**config.mk**
```make
export PLATFORM = sky130hd
export DESIGN_NAME = daq_sys
export DESIGN_NICKNAME = d
export VERILOG_FILES = /design/src/daq_pkg.sv /design/src/ps_reg_map.sv /design/src/sys_ctrl.sv /design/src/dac_batcher.sv /design/src/buff_timestamp.sv /design/src/daq_sys.sv
export SDC_FILE = /design/constraint.sdc
export NUM_CORES = 1
export LEC_CHECK = 0
export ABC_AREA = 1
export BUFFER_PORTS_ARGS = -buffer_cell sky130_fd_sc_hd__buf_2
export CAP_MARGIN = 20
export CELL_PAD_IN_SITES_DETAIL_PLACEMENT = 1
export CELL_PAD_IN_SITES_GLOBAL_PLACEMENT = 1
export CORE_AREA = 2 2 241 291
export DETAILED_ROUTE_END_ITERATION = 10
export DIE_AREA = 0 0 243 293
export GPL_TIMING_DRIVEN = 0
export PLACE_DENSITY = 0.82
export SETUP_SLACK_MARGIN = 0.1
export SYNTH_ARGS = -nofsm -noshare
export SYNTH_HDL_FRONTEND = slang
export SYNTH_SLANG_ARGS = --single-unit
```
**constraint.sdc**
```tcl
create_clock -name ps_clk -period 10.2 [get_ports ps_clk]
set_input_delay 2.55 -clock ps_clk [delete_from_list [all_inputs] [get_ports ps_clk]]
set_output_delay 2.55 -clock ps_clk [all_outputs]
set_load 0.02 [all_outputs]
```
**src/daq_pkg.sv**
```systemverilog
package daq_pkg;

    localparam int DATA_WIDTH   = 32;  // Register width
    localparam int REG_COUNT    = 16;
    localparam int ADDR_WIDTH   = 4;
    localparam int SAMPLE_WIDTH = 16;  // One DAC sample
    localparam int BATCH_SIZE   = 4;   // Samples per batch
    localparam int BURST_WIDTH  = 8;
    localparam int SCALE_WIDTH  = 5;   // Holds 0 to 16
    localparam int TS_WIDTH     = 2 * DATA_WIDTH;

    // Register identifiers, value is the address
    typedef enum logic [ADDR_WIDTH-1:0] {
        RST        = 4'd0,   // Polled by RTL
        HALT       = 4'd1,
        BURST_SIZE = 4'd2,
        SCALE      = 4'd3,
        TRIG       = 4'd4,
        TS_LO      = 4'd5,   // Processor read only
        TS_HI      = 4'd6,
        TS_VALID   = 4'd7,   // Written by RTL, read by processor
        DAC_STATUS = 4'd8,   // Bit 0 is DAC busy
        SCRATCH0   = 4'd9,
        SCRATCH1   = 4'd10,
        SCRATCH2   = 4'd11,
        SCRATCH3   = 4'd12,
        SCRATCH4   = 4'd13,
        SCRATCH5   = 4'd14,
        SCRATCH6   = 4'd15
    } reg_id_e;

    typedef enum logic [1:0] {
        IDLE_R,
        RESP_WAIT,
        RESET
    } rst_state_e;

    // Scale and burst size loaders
    typedef enum logic {
        IDLE_P,
        LOAD
    } param_state_e;

    typedef enum logic {
        IDLE_H,
        HALT_DAC
    } hlt_state_e;

    typedef enum logic [1:0] {
        IDLE_T,
        POLL_WAIT,
        CLR_FB
    } ts_state_e;

    typedef enum logic {
        IDLE_D,
        BURST
    } dac_state_e;

endpackage

```
**src/ps_reg_map.sv**
```systemverilog
`timescale 1ns/1ps

module ps_reg_map (
    input  logic                                                     ps_clk,
    input  logic                                                     ps_rst,
    input  logic                                                     wr_en,
    input  logic [daq_pkg::ADDR_WIDTH-1:0]                           wr_addr,
    input  logic [daq_pkg::DATA_WIDTH-1:0]                           wr_data,
    output logic                                                     wr_resp,
    output logic                                                     wr_err,
    input  logic                                                     rd_en,
    input  logic [daq_pkg::ADDR_WIDTH-1:0]                           rd_addr,
    output logic [daq_pkg::DATA_WIDTH-1:0]                           rd_data,
    output logic                                                     rd_valid,
    input  logic [daq_pkg::REG_COUNT-1:0]                            rtl_wr_req,
    input  logic [daq_pkg::REG_COUNT-1:0][daq_pkg::DATA_WIDTH-1:0]   rtl_wr_data,
    input  logic [daq_pkg::REG_COUNT-1:0]                            rtl_rdy,
    output logic [daq_pkg::REG_COUNT-1:0][daq_pkg::DATA_WIDTH-1:0]   reg_out,
    output logic [daq_pkg::REG_COUNT-1:0]                            fresh
);

    logic wr_accept;

    // Registers the processor may only read
    function automatic logic is_ro(input logic [daq_pkg::ADDR_WIDTH-1:0] addr);
        return addr inside {daq_pkg::TS_LO, daq_pkg::TS_HI, daq_pkg::TS_VALID,
                            daq_pkg::DAC_STATUS};
    endfunction

    // Command registers the RTL watches
    function automatic logic is_polled(input logic [daq_pkg::ADDR_WIDTH-1:0] addr);
        return addr inside {[daq_pkg::RST:daq_pkg::TRIG]};
    endfunction

    assign wr_accept = wr_en && rtl_rdy[wr_addr] && !is_ro(wr_addr);

    always_ff @(posedge ps_clk) begin
        if (ps_rst) begin
            reg_out  <= '0;
            fresh    <= '0;
            wr_resp  <= 1'b0;
            wr_err   <= 1'b0;
            rd_valid <= 1'b0;
        end else begin
            wr_resp  <= wr_en;
            wr_err   <= wr_en && !wr_accept;  // Refused write
            rd_valid <= rd_en;
            for (int i = 0; i < daq_pkg::REG_COUNT; i++) begin
                if (rtl_wr_req[i]) begin
                    reg_out[i] <= rtl_wr_data[i];  // RTL side wins
                end else if (wr_accept && wr_addr == i) begin
                    reg_out[i] <= wr_data;
                end

                if (is_polled(i[daq_pkg::ADDR_WIDTH-1:0])) begin
                    fresh[i] <= wr_accept && wr_addr == i;  // One cycle pulse
                end else if (is_ro(i[daq_pkg::ADDR_WIDTH-1:0])) begin
                    if (rtl_wr_req[i]) begin
                        fresh[i] <= 1'b1;
                    end else if (rd_en && rd_addr == i) begin
                        fresh[i] <= 1'b0;  // Processor has seen it
                    end
                end
            end
        end
    end

    always_ff @(posedge ps_clk) begin
        if (rd_en) begin
            rd_data <= reg_out[rd_addr];
        end
    end

endmodule

```
**src/sys_ctrl.sv**
```systemverilog
`timescale 1ns/1ps

module sys_ctrl (
    input  logic                                                     ps_clk,
    input  logic                                                     ps_rst,
    input  logic                                                     wr_resp,
    input  logic [daq_pkg::REG_COUNT-1:0][daq_pkg::DATA_WIDTH-1:0]   reg_out,
    input  logic [daq_pkg::REG_COUNT-1:0]                            fresh,
    input  logic                                                     dac_busy,
    input  logic                                                     ts_wr_req,
    input  logic [daq_pkg::TS_WIDTH-1:0]                             ts_value,
    output logic [daq_pkg::REG_COUNT-1:0]                            rtl_wr_req,
    output logic [daq_pkg::REG_COUNT-1:0][daq_pkg::DATA_WIDTH-1:0]   rtl_wr_data,
    output logic [daq_pkg::REG_COUNT-1:0]                            rtl_rdy,
    output logic                                                     rst_int,
    output logic                                                     pl_rstn,
    output logic                                                     hlt_cmd,
    output logic [daq_pkg::SCALE_WIDTH-1:0]                          scale_factor,
    output logic [daq_pkg::BURST_WIDTH-1:0]                          burst_size
);

    daq_pkg::rst_state_e   rst_state;
    daq_pkg::hlt_state_e   hlt_state;
    daq_pkg::ts_state_e    ts_state;
    daq_pkg::param_state_e prm_state [2];  // 0 scale, 1 burst size
    logic [1:0]            prm_fresh;
    logic                  rst_cmd;
    logic                  ts_clr;

    assign rst_int   = ps_rst || rst_cmd;
    assign pl_rstn   = !rst_int;
    assign prm_fresh = {fresh[daq_pkg::BURST_SIZE], fresh[daq_pkg::SCALE]};

    // Processor read has cleared the flag, drop TS_VALID now
    assign ts_clr = (ts_state == daq_pkg::POLL_WAIT) && !fresh[daq_pkg::TS_VALID];

    always_comb begin
        rtl_rdy                     = '1;
        rtl_rdy[daq_pkg::RST]        = rst_state == daq_pkg::IDLE_R;
        rtl_rdy[daq_pkg::SCALE]      = prm_state[0] != daq_pkg::LOAD;
        rtl_rdy[daq_pkg::BURST_SIZE] = prm_state[1] != daq_pkg::LOAD;
        rtl_rdy[daq_pkg::TRIG]       = !dac_busy;  // No retrigger mid burst
    end

    always_comb begin
        rtl_wr_req  = '0;
        rtl_wr_data = '0;
        rtl_wr_req[daq_pkg::TS_LO]       = ts_wr_req;
        rtl_wr_data[daq_pkg::TS_LO]      = ts_value[daq_pkg::DATA_WIDTH-1:0];
        rtl_wr_req[daq_pkg::TS_HI]       = ts_wr_req;
        rtl_wr_data[daq_pkg::TS_HI]      = ts_value[daq_pkg::TS_WIDTH-1:daq_pkg::DATA_WIDTH];
        rtl_wr_req[daq_pkg::TS_VALID]    = ts_wr_req || ts_clr;
        rtl_wr_data[daq_pkg::TS_VALID]   = {{(daq_pkg::DATA_WIDTH-1){1'b0}}, ts_wr_req};
        rtl_wr_req[daq_pkg::DAC_STATUS]  = 1'b1;  // Refreshed every cycle
        rtl_wr_data[daq_pkg::DAC_STATUS] = {{(daq_pkg::DATA_WIDTH-1){1'b0}}, dac_busy};
    end

    always_ff @(posedge ps_clk) begin
        if (rst_int) begin
            rst_cmd      <= 1'b0;
            hlt_cmd      <= 1'b0;
            scale_factor <= '0;
            burst_size   <= '0;
            rst_state    <= daq_pkg::IDLE_R;
            hlt_state    <= daq_pkg::IDLE_H;
            ts_state     <= daq_pkg::IDLE_T;
            prm_state[0] <= daq_pkg::IDLE_P;
            prm_state[1] <= daq_pkg::IDLE_P;
        end else begin
            rst_cmd <= 1'b0;

            case (rst_state)
                daq_pkg::IDLE_R: begin
                    if (fresh[daq_pkg::RST]) rst_state <= daq_pkg::RESP_WAIT;
                end
                daq_pkg::RESP_WAIT: begin
                    if (!wr_resp) rst_state <= daq_pkg::RESET;  // Response has gone out
                end
                daq_pkg::RESET: begin
                    rst_cmd   <= 1'b1;
                    rst_state <= daq_pkg::IDLE_R;
                end
                default: rst_state <= daq_pkg::IDLE_R;
            endcase

            case (hlt_state)
                daq_pkg::IDLE_H: begin
                    hlt_cmd <= 1'b0;
                    if (fresh[daq_pkg::HALT]) hlt_state <= daq_pkg::HALT_DAC;
                end
                default: begin
                    hlt_cmd   <= 1'b1;  // One cycle pulse toward the batcher
                    hlt_state <= daq_pkg::IDLE_H;
                end
            endcase

            for (int j = 0; j < 2; j++) begin
                if (prm_state[j] == daq_pkg::IDLE_P) begin
                    if (prm_fresh[j]) prm_state[j] <= daq_pkg::LOAD;
                end else begin
                    prm_state[j] <= daq_pkg::IDLE_P;
                end
            end
            if (prm_state[0] == daq_pkg::LOAD) begin
                scale_factor <= reg_out[daq_pkg::SCALE][daq_pkg::SCALE_WIDTH-1:0];
            end
            if (prm_state[1] == daq_pkg::LOAD) begin
                burst_size <= reg_out[daq_pkg::BURST_SIZE][daq_pkg::BURST_WIDTH-1:0];
            end

            case (ts_state)
                daq_pkg::IDLE_T: begin
                    // Only a fresh 1 needs clearing
                    if (fresh[daq_pkg::TS_VALID] && reg_out[daq_pkg::TS_VALID][0]) begin
                        ts_state <= daq_pkg::POLL_WAIT;
                    end
                end
                daq_pkg::POLL_WAIT: begin
                    if (ts_clr) ts_state <= daq_pkg::CLR_FB;
                end
                default: ts_state <= daq_pkg::IDLE_T;
            endcase
        end
    end

endmodule

```
**src/dac_batcher.sv**
```systemverilog
`timescale 1ns/1ps

module dac_batcher (
    input  logic                                                       ps_clk,
    input  logic                                                       ps_rst,
    input  logic                                                       trig_fresh,
    input  logic                                                       dac_rdy,
    input  logic                                                       hlt_cmd,
    input  logic [daq_pkg::SCALE_WIDTH-1:0]                            scale_factor,
    input  logic [daq_pkg::BURST_WIDTH-1:0]                            burst_size,
    output logic                                                       dac_busy,
    output logic [daq_pkg::BATCH_SIZE-1:0][daq_pkg::SAMPLE_WIDTH-1:0]  dac_batch,
    output logic                                                       valid_dac_batch
);

    daq_pkg::dac_state_e                                       state;
    logic [daq_pkg::BURST_WIDTH-1:0]                           batch_idx;
    logic [daq_pkg::BURST_WIDTH:0]                             batch_cnt_next;
    logic                                                      last_batch;
    logic                                                      emit;
    logic [daq_pkg::BATCH_SIZE-1:0][daq_pkg::SAMPLE_WIDTH-1:0] next_batch;

    assign dac_busy       = state == daq_pkg::BURST;
    assign emit           = dac_busy && dac_rdy && !hlt_cmd;
    assign batch_cnt_next = batch_idx + 1'b1;
    assign last_batch     = batch_cnt_next >= {1'b0, burst_size};  // Also catches a shrunk size

    // Ramp value b*BATCH_SIZE+k, wrapped to sample width, then scaled
    always_comb begin
        logic [daq_pkg::DATA_WIDTH-1:0] ramp;
        for (int k = 0; k < daq_pkg::BATCH_SIZE; k++) begin
            ramp          = batch_idx * daq_pkg::BATCH_SIZE + k;
            next_batch[k] = ramp[daq_pkg::SAMPLE_WIDTH-1:0] >> scale_factor;
        end
    end

    always_ff @(posedge ps_clk) begin
        if (ps_rst) begin
            state           <= daq_pkg::IDLE_D;
            batch_idx       <= '0;
            valid_dac_batch <= 1'b0;
        end else begin
            valid_dac_batch <= emit;
            case (state)
                daq_pkg::IDLE_D: begin
                    batch_idx <= '0;
                    if (trig_fresh && burst_size != '0) state <= daq_pkg::BURST;
                end
                daq_pkg::BURST: begin
                    if (hlt_cmd) begin
                        state <= daq_pkg::IDLE_D;  // Abort
                    end else if (dac_rdy) begin
                        batch_idx <= batch_idx + 1'b1;
                        if (last_batch) state <= daq_pkg::IDLE_D;
                    end
                end
                default: state <= daq_pkg::IDLE_D;
            endcase
        end
    end

    always_ff @(posedge ps_clk) begin
        if (emit) begin
            dac_batch <= next_batch;
        end
    end

endmodule

```
**src/buff_timestamp.sv**
```systemverilog
`timescale 1ns/1ps

module buff_timestamp (
    input  logic                          ps_clk,
    input  logic                          ps_rst,
    input  logic                          trig_in,
    output logic                          ts_wr_req,
    output logic [daq_pkg::TS_WIDTH-1:0]  ts_value
);

    logic [daq_pkg::TS_WIDTH-1:0] timer;  // Cycles since reset release

    always_ff @(posedge ps_clk) begin
        if (ps_rst) begin
            timer     <= '0;
            ts_wr_req <= 1'b0;
        end else begin
            timer     <= timer + 1'b1;
            ts_wr_req <= trig_in;
        end
    end

    // Value seen in the cycle trig_in is sampled
    always_ff @(posedge ps_clk) begin
        if (trig_in && !ps_rst) begin
            ts_value <= timer;
        end
    end

endmodule

```
**src/daq_sys.sv**
```systemverilog
`timescale 1ns/1ps

module daq_sys (
    input  logic                                                       ps_clk,
    input  logic                                                       ps_rst,
    input  logic                                                       wr_en,
    input  logic [daq_pkg::ADDR_WIDTH-1:0]                             wr_addr,
    input  logic [daq_pkg::DATA_WIDTH-1:0]                             wr_data,
    output logic                                                       wr_resp,
    output logic                                                       wr_err,
    input  logic                                                       rd_en,
    input  logic [daq_pkg::ADDR_WIDTH-1:0]                             rd_addr,
    output logic [daq_pkg::DATA_WIDTH-1:0]                             rd_data,
    output logic                                                       rd_valid,
    input  logic                                                       dac_rdy,
    input  logic                                                       trig_in,
    output logic [daq_pkg::BATCH_SIZE-1:0][daq_pkg::SAMPLE_WIDTH-1:0]  dac_batch,
    output logic                                                       valid_dac_batch,
    output logic                                                       pl_rstn
);

    logic [daq_pkg::REG_COUNT-1:0][daq_pkg::DATA_WIDTH-1:0] reg_out;
    logic [daq_pkg::REG_COUNT-1:0][daq_pkg::DATA_WIDTH-1:0] rtl_wr_data;
    logic [daq_pkg::REG_COUNT-1:0]                          fresh;
    logic [daq_pkg::REG_COUNT-1:0]                          rtl_wr_req;
    logic [daq_pkg::REG_COUNT-1:0]                          rtl_rdy;
    logic [daq_pkg::SCALE_WIDTH-1:0]                        scale_factor;
    logic [daq_pkg::BURST_WIDTH-1:0]                        burst_size;
    logic [daq_pkg::TS_WIDTH-1:0]                           ts_value;
    logic                                                   rst_int;  // External or soft reset
    logic                                                   hlt_cmd;
    logic                                                   dac_busy;
    logic                                                   ts_wr_req;

    ps_reg_map u_reg_map (
        .ps_clk      (ps_clk),
        .ps_rst      (rst_int),
        .wr_en       (wr_en),
        .wr_addr     (wr_addr),
        .wr_data     (wr_data),
        .wr_resp     (wr_resp),
        .wr_err      (wr_err),
        .rd_en       (rd_en),
        .rd_addr     (rd_addr),
        .rd_data     (rd_data),
        .rd_valid    (rd_valid),
        .rtl_wr_req  (rtl_wr_req),
        .rtl_wr_data (rtl_wr_data),
        .rtl_rdy     (rtl_rdy),
        .reg_out     (reg_out),
        .fresh       (fresh)
    );

    sys_ctrl u_ctrl (
        .ps_clk       (ps_clk),
        .ps_rst       (ps_rst),
        .wr_resp      (wr_resp),
        .reg_out      (reg_out),
        .fresh        (fresh),
        .dac_busy     (dac_busy),
        .ts_wr_req    (ts_wr_req),
        .ts_value     (ts_value),
        .rtl_wr_req   (rtl_wr_req),
        .rtl_wr_data  (rtl_wr_data),
        .rtl_rdy      (rtl_rdy),
        .rst_int      (rst_int),
        .pl_rstn      (pl_rstn),
        .hlt_cmd      (hlt_cmd),
        .scale_factor (scale_factor),
        .burst_size   (burst_size)
    );

    dac_batcher u_dac (
        .ps_clk          (ps_clk),
        .ps_rst          (rst_int),
        .trig_fresh      (fresh[daq_pkg::TRIG]),
        .dac_rdy         (dac_rdy),
        .hlt_cmd         (hlt_cmd),
        .scale_factor    (scale_factor),
        .burst_size      (burst_size),
        .dac_busy        (dac_busy),
        .dac_batch       (dac_batch),
        .valid_dac_batch (valid_dac_batch)
    );

    buff_timestamp u_ts (
        .ps_clk    (ps_clk),
        .ps_rst    (rst_int),
        .trig_in   (trig_in),
        .ts_wr_req (ts_wr_req),
        .ts_value  (ts_value)
    );

endmodule

```
==> Word-level counts from Yosys, hierarchy flattened <==
Memory sizes are Yosys's and may differ from the RTL's.
Index checks and enable logic that the tools add are counted.
{ "classes": {"addsub": 6, "n_mul": 0, "n_div": 0, "n_lt_le_gt_ge": 3, "n_eq_ne": 25, "shift": 4, "n_mux": 49, "bitwise": 7, "n_reduce_logical": 47} }
{ "op_table": {"columns": ["op", "n"], "rows": [
  ["$mux W32", 5],
  ["$bmux W32 S4", 1],
  ["$add A64 B1 Y64 const B", 1],
  ["$shr A16 B5 Y16", 3],
  ["$eq A4 B4 Y1 const B", 8],
  ["$mux W1", 32],
  ["$logic_and A1 B1 Y1", 25],
  ["$add A10 B2 Y11 const B", 2],
  ["$eq A4 B3 Y1 const B", 5],
  ["$mux W8", 2],
  ["$pmux W8 S2", 1],
  ["$shr A10 B5 Y16", 1],
  ["$add A10 B1 Y11 const B", 1],
  ["$lt A4 B5 Y1 const B", 2],
  ["$add A8 B1 Y9 const B", 1],
  ["$ge A9 B8 Y1", 1],
  ["$add A8 B1 Y8 const B", 1],
  ["$eq A4 B2 Y1 const B", 2],
  ["$mux W2", 4],
  ["$ne A2 B2 Y1 const B", 4],
  ["$pmux W2 S2", 2],
  ["$reduce_bool A2 Y1", 4],
  ["$reduce_bool A8 Y1", 1],
  ["$logic_not A1 Y1", 6],
  ["other kinds (14)", 26]
]} }
{ "word_totals": {"register_bits": 776, "latch_bits": 0, "ramBits": 2, "romBits": 0, "input_bits": 46, "out_inout_bits": 101, "elab_cells": 183, "mem_count": 1} }
{ "memory_table": {"columns": ["name", "depth", "width", "rd", "rd_clocked_by_memory_dff", "wr", "line_no", "text"], "rows": [
  ["u_ctrl.prm_state", 2, 1, 2, 0, 2, "sys_ctrl.sv:25", "daq_pkg::param_state_e prm_state [2];"]
]} }

==> Logic depth before layout (Yosys ltp) <==
Gate-level depths: netlist of run 1.
An unclocked memory read counts as a cell.
{ "depth": {"ltp_word": 9, "ltp_mapped": 17, "ltp_nobuf": 17} }

==> Modules after synthesis <==
A second synthesis of run 1 with hierarchy kept.
{ "unflattened": {"hier_cells": 5872, "area_unflattened_um2": 40750.3} }
{ "by_module_without_submodules": {"columns": ["mod", "n_inst", "cells_per_inst", "area_per_inst_um2", "seq_area_each_um2"], "rows": [
  ["ps_reg_map", 1, 4280, 28134.5, 11451.0],
  ["buff_timestamp", 1, 708, 5825.6, 3223.1],
  ["sys_ctrl", 1, 636, 4899.7, 450.4],
  ["dac_batcher", 1, 248, 1890.6, 620.6]
]} }

==> Worst setup path after synthesis of run 1 <==
OpenSTA, ideal clock, no wires.
{ "synth_timing": {"kind": "input -> register", "startpoint": "input ps_rst", "endpoint": "register u_ts.ts_value[0] (netlist name), enable pin", "setup_time_ns": 0.487, "arrival_ns": 6.071, "required_ns": 9.713, "setup_slack_ns": 3.642, "cell_stages": 5, "n_path_buf": 2, "path_cell_list": "nor2_1 > clkinv_1 > clkbuf_1 > buf_1 > nor2_1"} }
{ "synth_via": {"elab_chain_cells": 3} }
{ "synth_rtl": {"columns": ["item", "line_no", "text"], "rows": [
  ["from (decl)", "daq_sys.sv:5", "input logic ps_rst,"],
  ["$logic_or A1 B1 Y1", "sys_ctrl.sv:30", "assign rst_int = ps_rst || rst_cmd;"],
  ["$logic_not A1 Y1", "buff_timestamp.sv:25", "if (trig_in && !ps_rst) begin"],
  ["$logic_and A1 B1 Y1", "buff_timestamp.sv:25", null],
  ["to (signal assigned)", "buff_timestamp.sv:26", "ts_value <= timer;"],
  ["to (decl)", "buff_timestamp.sv:8", "output logic [daq_pkg::TS_WIDTH-1:0] ts_value"]
]} }
Every way passes these cells.
A chain may end at the register's enable or synchronous reset.

==> Worst setup path after layout of run 1 <==
{ "layout_timing": {"startpoint": "input ps_rst", "endpoint": "output pl_rstn"} }
{ "layout_via": {"elab_chain_cells": 2} }
{ "layout_rtl": {"columns": ["item", "line_no", "text"], "rows": [
  ["$logic_or A1 B1 Y1", "sys_ctrl.sv:30", null],
  ["$logic_not A1 Y1", "sys_ctrl.sv:31", "assign pl_rstn = !rst_int;"],
  ["to (decl)", "daq_sys.sv:19", "output logic pl_rstn"]
]} }
Every way passes these cells.

==> results by stage, run 1 <==
Status:
- The run finished with clean final reports.

Final layout:
- The layout-stage area growth over the synthesis result is 14.2%.
- The multi-input combinational cells in the finished layout cover a total of 13200 um2.
- The number of inserted filler cells in the final layout is 8730.
- The commonest non-fill, non-tap cell in the layout is nand2_1.
- The layout net count is 4362.
- At the end of the flow the core is filled with cells to 0.512.
- Registers take 15100 um2.
- Of the cells placed in the final design, the portion with a size suffix greater than 1 is 0.0879.
- After the flow finishes, the layout carries non-filler instances totaling 5281.
- In the layout the commonest cells are nand2_1 (705), dfxtp_1 (586), nor2_1 (540).

GRT:
- The first global-routing pass estimated 190 mm of wire.
- The largest net degree at the start of global routing is 38.
- The total overflow left after global routing is 0.
- The number of antenna violations at the first check in global routing is 7.
- The number of global-route vias before repair is 31778.
- For this run, the total global-route usage over all layers was measured as 0.351.

Floorplan:
- The y dimension of the die is 293 um.
- The number of rows in the core area is 105.
- The total I/O pin count is 147.
- The floorplan step defined a die boundary enclosing 71200 um2.
- The effective utilization at floorplan is 0.449.
- After floorplanning, the core was sized to cover 68100 um2.
- The die span in x is 243 um.

Synthesis:
- The post-synthesis cell type count is 40.
- The Yosys step of the flow raised 0 warnings.
- Summing every instance area after synthesis gives 30500 um2.
- The biggest area consumer among synthesized cells is dfxtp_1.
- In the synthesized netlist the dominant register cell turns out to be dfxtp_1.
- The share of the Yosys chip area taken by registers is 0.493.
- The cell count after synthesis is 4083.
- For this run, asynchronously set or reset flops after synthesis account for 0.
- The synthesized design contains 111 enable-type register cells.
- The post-synthesis sequential element count is 697.
- The top-area cell type share of the netlist area is 0.384.
- Each instance of the synthesized netlist takes up on average 7.48 um2.
- Ranked by total cell area, the synthesized netlist is headed by dfxtp_1 (38%), edfxtp_1 (11%), nand2_1 (8.7%).

Clocking:
- No sink is reached through more buffers than the 3 on the longest clock path.
- The number of buffers added by the clock tree synthesis step is 75.
- In this run the clock root is driven by a clkbuf_16.
- Post-CTS timing repair inserted 0 buffers for setup.
- TritonCTS built the clock tree.
- The H-tree was split into 3 levels.
- The number of clock sinks seen by CTS is 697.
- The register clock-pin slew on the reported worst setup and hold paths is 0.06 ns.
- The cts-stage hold buffer count is 0.
- The number of gates given a new drive strength after cts is 0.
- The insertion delay of the later-clocked pin in the worst-skew pair is 0.64 ns.

Routing:
- The via density per instance is 5.74.
- The number of search-and-repair iterations in the first detailed-routing pass is 5.
- The post-detailed-route DRC marker count is 0.
- In this run the remaining antenna-violating nets after routing total 0.
- The mean routed wirelength per cell is 24.0 um.
- For this block, the routed nets add up to 127 mm of wire.
- The routed layout has 30331 vias.
- After the first detailed-routing iteration, the DRC count stood at 2147.

STA:
- The final number of setup-violating endpoints is 0.
- The worst slew slack as a fraction of its limit is 0.223.
- The final critical-path setup slack is 2.40 ns.
- The setup TNS after final layout is 0 ns.
- For the pin with the worst max-slew slack, the measured transition is 1.17 ns.
- The count of final max-slew check failures is 0.
- After layout, the minimum clock period comes to 7.80 ns.
- The total count of hold-check failures in the final report was 0.
- The largest clock skew in the final design is 0.0207 ns.
- The achievable frequency is 128 MHz.
- Dividing the final minimum period by the clock period gives 0.765.
- Setup repair after global routing left no endpoint under its margin.

Worst setup path:
- The worst setup path is captured at an output port.
- The required time reported for the critical path endpoint is 7.65 ns.
- The largest fanout of any net on the critical path is 10.
- The setup path with the least slack is of type in -> out.
- The end of the worst register-to-register path is u_ts.ts_value[26]$_DFFE_PP_.
- The worst reg-to-reg path cell count is 6.
- At the worst endpoint, the arrival time is 5.25 ns.
- STA classifies the critical path startpoint as an input port.
- The critical path startpoint is ps_rst.
- The setup slack of the worst register-to-register path is 6.55 ns.
- The worst reg2reg path startpoint is u_ctrl.rst_cmd$_SDFF_PN0_.

Power:
- The worst supply voltage drop on vdd is 0.115 mV.
- For this design the total switching power over the nets is 0.00167 W.
- Of the total power, the clock network draws 0.447.
- The leakage power of the design is 12.1 nW.
- The switching share of total power is 0.268.
- The power share of the sequential group is 0.463.
- Cell internal power was estimated by the tool at 0.00454 W.
- Of the total power, combinational logic draws 0.090.
- In this run the power density over the cells is 178 nW/um2.

Placement:
- Routability-driven placement finished with a final weighted congestion of 0.971.
- Port buffering added 120 buffers.
- In this run, placement finished with an instance count of 5138.
- The half-perimeter wire length after detailed placement is 98.6 mm.
- Prior to clock tree synthesis, the placed netlist has a worst setup slack of 2.49 ns.

Hold path:
- Counting instances, the worst hold path has a depth of 2.
- The worst hold path belongs to the class reg -> reg.
- The destination of the worst hold path is u_reg_map.reg_out[246]$_SDFFE_PP0P_.
- In this run the most critical hold path is launched from u_reg_map.reg_out[246]$_SDFFE_PP0P_.

Job:
- Max-cap violations in this run came to 0.
-- critical path, cell delays in order --
cell and delay (ns):
buf_2 0.10, nor2_1 0.63, clkbuf_1 0.73, clkbuf_1 0.90
buf_2 0.32
-- final cells by class --
| class | count | share of cell area |
|---|---|---|
| Sequential cell | 697 | 0.432 |
| Multi-Input combinational cell | 2856 | 0.378 |
| Clock buffer | 98 | 0.0592 |
| Buffer | 376 | 0.0492 |
| Tap cell | 909 | 0.0326 |
| Inverter | 177 | 0.0191 |
| Timing Repair Buffer | 123 | 0.0187 |
| Clock inverter | 42 | 0.0110 |
| Antenna cell | 3 | 0.000215 |
-- Yosys cell counts (2+ instances only) --
| master | n |
|---|---|
| buf_4 | 60 |
| xor2_1 | 8 |
| o21a_1 | 3 |
| a31oi_1 | 3 |
| nor2_2 | 3 |
| inv_1 | 171 |
| or2_0 | 2 |
| o22ai_1 | 78 |
| nand2_1 | 705 |
| clkbuf_1 | 253 |
| buf_1 | 6 |
| nand4_1 | 28 |
| ha_1 | 10 |
| buf_2 | 56 |
| nand2_2 | 4 |
| clkinv_1 | 3 |
| xnor2_1 | 6 |
| a21oi_1 | 437 |
| inv_2 | 2 |
| nor2_1 | 542 |
| or2_2 | 12 |
| o31ai_1 | 11 |
| nor4_1 | 3 |
| nand3_1 | 382 |
| dfxtp_1 | 586 |
| o211ai_1 | 42 |
| nor3b_1 | 4 |
| o21ai_1 | 14 |
| edfxtp_1 | 111 |
| nand3b_1 | 3 |
| nor3_1 | 132 |
| a211oi_1 | 3 |
| o21ai_0 | 393 |
-- power groups by stage --
| stage | clock network, W | logic, W | registers (W) |
|---|---|---|---|
| global placement | 0 | 0.000531 | 0.00293 |
| detailed placement | 0 | 0.000540 | 0.00293 |
| CTS | 0.00279 | 0.000546 | 0.00287 |
| floorplan | 0 | 0.000294 | 0.00294 |
| finish | 0.00278 | 0.000560 | 0.00287 |
| global route | 0.00291 | 0.000592 | 0.00287 |
-- routing by layer --
| metal | up-vias | part of all wire | global-route usage |
|---|---|---|---|
| met2 | 1129 | 0.49 | 0.617 |
| met4 | 6 | 0.079 | 0.256 |
| met5 | - | 0.00029 | 0 |
| li1 | 14139 | - | - |
| met1 | 14612 | 0.36 | 0.379 |
| met3 | 445 | 0.063 | 0.0623 |
-- worst max path at each step --
| stage | to | cells past startpoint | slack (ns) |
|---|---|---|---|
| after CTS | pl_rstn | 5 | 2.44 |
| final | pl_rstn | 5 | 2.40 |
| after floorplan | u_ts.ts_value[0]$_DFFE_PP_ | 5 | 3.64 |
| after detailed placement | pl_rstn | 5 | 2.49 |
| after global routing | pl_rstn | 5 | 2.45 |
| after global placement | u_ts.ts_value[24]$_DFFE_PP_ | 6 | 1.50 |
-- flip-flops by register name, summed over array words and instances, names as in the netlist, 2 cells and up --
register	cells
u_ctrl.burst_size	8
u_ctrl.ts_state	2
u_ctrl.scale_factor	5
u_ts.timer	64
u_reg_map.fresh	6
u_ctrl.rst_state	2
u_reg_map.rd_data	32
u_ctrl.prm_state	2
u_reg_map.reg_out	481
u_dac.dac_batch	14
u_ts.ts_value	64
u_dac.batch_idx	8
-- cell families after synthesis --
kind of cell    synth area share
fa+ha+maj                0.00410
flops                      0.493
xor+xnor                 0.00402
buf+inv                   0.0780
simple gates               0.250
other cells             0.000123
compound gates             0.170
-- through the flow --
stage / total power (W) / hold WS (ns) / instance area [um2]
finish: 0.00621 / 0.428 / 34900
global route: 0.00637 / 0.444 / 34900
CTS: 0.00621 / 0.428 / 34900
detailed placement: 0.00347 / 0.412 / 32400
global placement: 0.00346 / 0.393 / 32400
floorplan: 0.00323 / 0.390 / 30600
Note: power is estimated with default switching activity, not from simulation.
==> run 2: changes to the inputs <==
--- a/config.mk
+++ b/config.mk
@@ -5,16 +5,16 @@
 export SDC_FILE = /design/constraint.sdc
 export NUM_CORES = 1
 export LEC_CHECK = 0
-export ABC_AREA = 1
+export ABC_AREA = 0
 export BUFFER_PORTS_ARGS = -buffer_cell sky130_fd_sc_hd__buf_2
 export CAP_MARGIN = 20
 export CELL_PAD_IN_SITES_DETAIL_PLACEMENT = 1
 export CELL_PAD_IN_SITES_GLOBAL_PLACEMENT = 1
-export CORE_AREA = 2 2 241 291
+export CORE_AREA = 2 2 235 284
 export DETAILED_ROUTE_END_ITERATION = 10
-export DIE_AREA = 0 0 243 293
+export DIE_AREA = 0 0 237 286
 export GPL_TIMING_DRIVEN = 0
-export PLACE_DENSITY = 0.82
+export PLACE_DENSITY = 0.79
 export SETUP_SLACK_MARGIN = 0.1
 export SYNTH_ARGS = -nofsm -noshare
 export SYNTH_HDL_FRONTEND = slang
==> constraint.sdc (replaced) <==
create_clock -name ps_clk -period 7.48 [get_ports ps_clk]
set_input_delay 1.87 -clock ps_clk [delete_from_list [all_inputs] [get_ports ps_clk]]
set_output_delay 1.87 -clock ps_clk [all_outputs]
set_load 0.02 [all_outputs]
==> run 2 against run 1 <==
Hold slack better by 0.0080 ns. Largest cell class unchanged. Total power up 31%. Utilization down 0.15 points. Final area down 4.6%.
==> results by stage, run 2 <==
Placement:
- The post-placement setup slack is 1.84 ns (was 2.49 ns).
- The placed cell count is 4106 (was 5138).
- The total cell area at the placement stage was 30800 um2 (was 32400 um2).
- The global placement routability congestion is 0.939 (was 0.971).
- The half-perimeter wire length after detailed placement was 73.6 mm (was 98.6 mm).
- The count of input and output buffers is 116 (was 120).

Clocking:
- The number of buffers added by the clock tree synthesis step is 73 (was 75).
- The cts-stage hold buffer count is 0 (unchanged).
- The clock root buffer is clkbuf_16 (unchanged).
- The number of clock sinks seen by CTS is 697 (unchanged).
- The insertion delay of the later-clocked pin in the worst-skew pair was 0.64 ns (about the same).
- The number of gates given a new drive strength after cts was 0 (unchanged).
- The depth of the CTS H-tree is 3 (unchanged).
- The CTS tree is yes (unchanged).
- The register clock-pin slew on the reported worst setup and hold paths is 0.06 ns (about the same).
- The number of buffers inserted to repair setup after CTS came to 0 (unchanged).
- The number of buffers on the longest clock path is 3 (unchanged).

STA:
- The routed design could run at a clock period as short as 5.65 ns.
- The largest clock skew in the final design is 0.0233 ns (was 0.0207 ns).
- The setup TNS after final layout is 0 ns (unchanged).
- The pin slew with the least headroom to its limit was 1.05 ns (was 1.17 ns).
- The final number of setup-violating endpoints is 0 (unchanged).
- Timing would allow up to 177 MHz.
- The final critical-path setup slack is 1.83 ns (was 2.40 ns).
- The worst slew slack as a fraction of its limit is 0.300 (was 0.223).
- The final clock period utilization by the worst path is 0.756.
- The count of final max-slew check failures was 0 (unchanged).
- Setup repair after global routing missed its margin: false (unchanged).
- The total count of hold-check failures in the final report was 0 (unchanged).

Hold path:
- The path category of the worst min-delay check is reg -> reg (unchanged).
- The launch point of the worst hold path was u_ts.timer[17]$_SDFF_PN0_ (was u_reg_map.reg_out[246]$_SDFFE_PP0P_).

Final layout:
- The register name with the most flops is u_reg_map.reg_out (unchanged).
- The area of all placed cells without fillers was 33300 um2 (was 34900 um2).
- The share of cells above drive strength 1 is 0.132 (was 0.0879).
- Top Registers: u_reg_map.reg_out x481, u_ts.timer x64, u_ts.ts_value x64 (unchanged).
- The filler-free cell count of the finished design is 4243 (was 5281).
- The area taken by flip-flops and latches was 15100 um2 (unchanged).
- The layout-stage area growth over the synthesis result is 14.5% (was 14.2%).
- The layout net count is 3397 (was 4362).
- Most frequent cells in the layout: nand2_1 (821), dfxtp_1 (586), a21oi_1 (470) (was nand2_1 (705), dfxtp_1 (586), nor2_1 (540)).
- The commonest non-fill, non-tap cell in the layout was nand2_1 (unchanged).
- The area taken by multi-input logic gates is 12600 um2 (was 13200 um2).
- The number of flip-flops under the largest register name is 481 (unchanged).
- The number of inserted filler cells in the final layout came to 7440 (was 8730).

Power:
- The worst supply voltage drop on vdd is 0.132 mV (was 0.115 mV).
- The leakage power of the design was 11.3 nW (was 12.1 nW).
- The overall power consumption is 0.00816 W (was 0.00621 W).
- The total power per unit cell area came to 245 nW/um2 (was 178 nW/um2).

Synthesis:
- The post-synthesis cell type count is 57 (was 40).
- The number of warnings printed during yosys synthesis was 0 (unchanged).
- The biggest area consumer among synthesized cells is dfxtp_1 (unchanged).
- The number of flops mapped to enable cells by yosys is 111 (unchanged).
- The proportion of synthesized chip area in sequential cells is 0.519 (was 0.493).
- The primary flip-flop cell chosen by synthesis mapping was dfxtp_1 (unchanged).
- The cell area after technology mapping is 29000 um2 (was 30500 um2).
- The fraction of registers with async set or reset after synthesis is 0 (unchanged).
- The post-synthesis sequential element count is 697 (unchanged).
- The most frequent cell after synthesis is nand2_1 (unchanged).
- The average cell area after synthesis came to 9.29 um2 (was 7.48 um2).
- Leading cell types by count after synthesis: nand2_1 (821), dfxtp_1 (586), a21oi_1 (470) (was nand2_1 (705), dfxtp_1 (586), nor2_1 (542)).
- Top cells by area in the synthesized netlist: dfxtp_1 (40%), edfxtp_1 (11%), nand2_1 (11%) (was dfxtp_1 (38%), edfxtp_1 (11%), nand2_1 (8.7%)).
- The cell count after synthesis was 3125 (was 4083).
- The top-area cell type share of the netlist area is 0.404 (was 0.384).

Routing:
- The remaining antenna violation count after routing came to 0 (unchanged).
- The post-detailed-route DRC marker count is 0 (unchanged).
- The via density per instance was 5.68 (was 5.74).
- The mean routed wirelength per cell was 22.7 um (was 24.0 um).
- The number of search-and-repair iterations in the first detailed-routing pass was 7 (was 5).
- The number of DRC violations after detailed-routing iteration 0 came to 1303 (was 2147).
- The via total after detailed routing is 24091 (was 30331).
- The total detailed-routing wirelength came to 96.5 mm (was 127 mm).

GRT:
- The largest net degree at the start of global routing is 41 (was 38).
- The number of antenna violations at the first check in global routing was 2 (was 7).
- The number of global-route vias before repair is 25672 (was 31778).
- The global-route wire length before repair is 148 mm (was 190 mm).
- The global-route usage over all layers came to 0.282 (was 0.351).
- The remaining global-route overflow is 0 (unchanged).

Worst setup path:
- The data arrival time of the critical path came to 3.78 ns (was 5.25 ns).
- The endpoint class of the critical path is an output port (unchanged).
- The worst reg2reg path startpoint was u_ctrl.rst_cmd$_SDFF_PN0_ (unchanged).
- The startpoint type of the worst setup path is an input port (unchanged).
- The largest fanout of any net on the critical path is 10 (unchanged).
- The required time reported for the critical path endpoint came to 5.61 ns (was 7.65 ns).
- The worst setup path category is in -> out (unchanged).
- The critical path startpoint was ps_rst (unchanged).

Floorplan:
- The y dimension of the die is 286 um (was 293 um).
- The die span in x is 237 um (was 243 um).
- The die footprint is 67800 um2 (was 71200 um2).
- The total I/O pin count came to 147 (unchanged).
- The placeable core area is 65100 um2 (was 68100 um2).
- The number of rows in the core area came to 103 (was 105).
- The effective utilization at floorplan was 0.446 (was 0.449).

Status:
- Result of the run: completed (unchanged).

Job:
- The max-cap check violation count is 0 (unchanged).
## run 2: cell count changes after synthesis, moves of 37 or more
cell	change
nor3_1	-117
mux2i_1	+88
o21ai_0	-338
inv_1	-144
nor2_1	-400
o22ai_1	-77
o211ai_1	-41
nand3_1	-352
mux4_2	+100
nand2_1	+116
buf_2	-41
nor2b_1	+37
and2_1	+41
## run 2: worst paths after layout
kind / slack, ns / depth (start not counted) / endpoint
worst min register to register: 0.44 / 0 / u_ts.ts_value[17]$_DFFE_PP_
worst max register to register: 4.10 / 6 / u_ts.ts_value[21]$_DFFE_PP_
worst min-delay path: 0.44 / 0 / u_ts.ts_value[17]$_DFFE_PP_
worst max-delay path: 1.83 / 6 / pl_rstn
## run 2: cell families after synthesis
kind of cell	synth area share
XOR/XNOR	0.00905
other	0.000129
AO/OA/AOI/OAI	0.119
multiplexers	0.121
buffers and inverters	0.0510
AND/OR/NAND/NOR	0.177
adder cells (fa/ha/maj)	0.00431
flip-flops	0.519
## run 2: worst max-delay path, stage by stage
cell and delay, ns:
buf_2 0.12, or2_2 0.27, clkbuf_1 0.28, inv_1 0.26, clkbuf_1 0.67, buf_2 0.30
## run 2: power breakdown
part	switching [W]	total (W)	internal [W]
logic	0.000353	0.000498	0.000145
registers	0.0000387	0.00391	0.00387
clock network	0.00158	0.00375	0.00216
total	0.00198	0.00816	0.00618
## run 2: final cells by class
| class | count | area share |
|---|---|---|
| Buffer | 310 | 0.0414 |
| Multi-Input combinational cell | 2113 | 0.378 |
| Timing Repair Buffer | 118 | 0.0184 |
| Clock inverter | 38 | 0.0119 |
| Inverter | 28 | 0.00316 |
| Clock buffer | 97 | 0.0619 |
| Tap cell | 840 | 0.0316 |
| Antenna cell | 2 | 0.000151 |
| Sequential cell | 697 | 0.453 |
## run 2: routing by layer
| metal | up-vias | share of wire | global-route usage |
|---|---|---|---|
| met5 | - | 0 | 0 |
| met1 | 12092 | 0.39 | 0.325 |
| met2 | 686 | 0.51 | 0.515 |
| li1 | 11106 | - | - |
| met4 | 0 | 0.043 | 0.132 |
| met3 | 207 | 0.048 | 0.0407 |
## run 2: metrics by stage
| step | hold WS (ns) | util |
|---|---|---|
| floorplan | 0.388 | - |
| global placement | 0.406 | 0.473 |
| detailed placement | 0.416 | 0.473 |
| CTS | 0.435 | 0.511 |
| global route | 0.453 | 0.511 |
| finish | 0.436 | 0.511 |
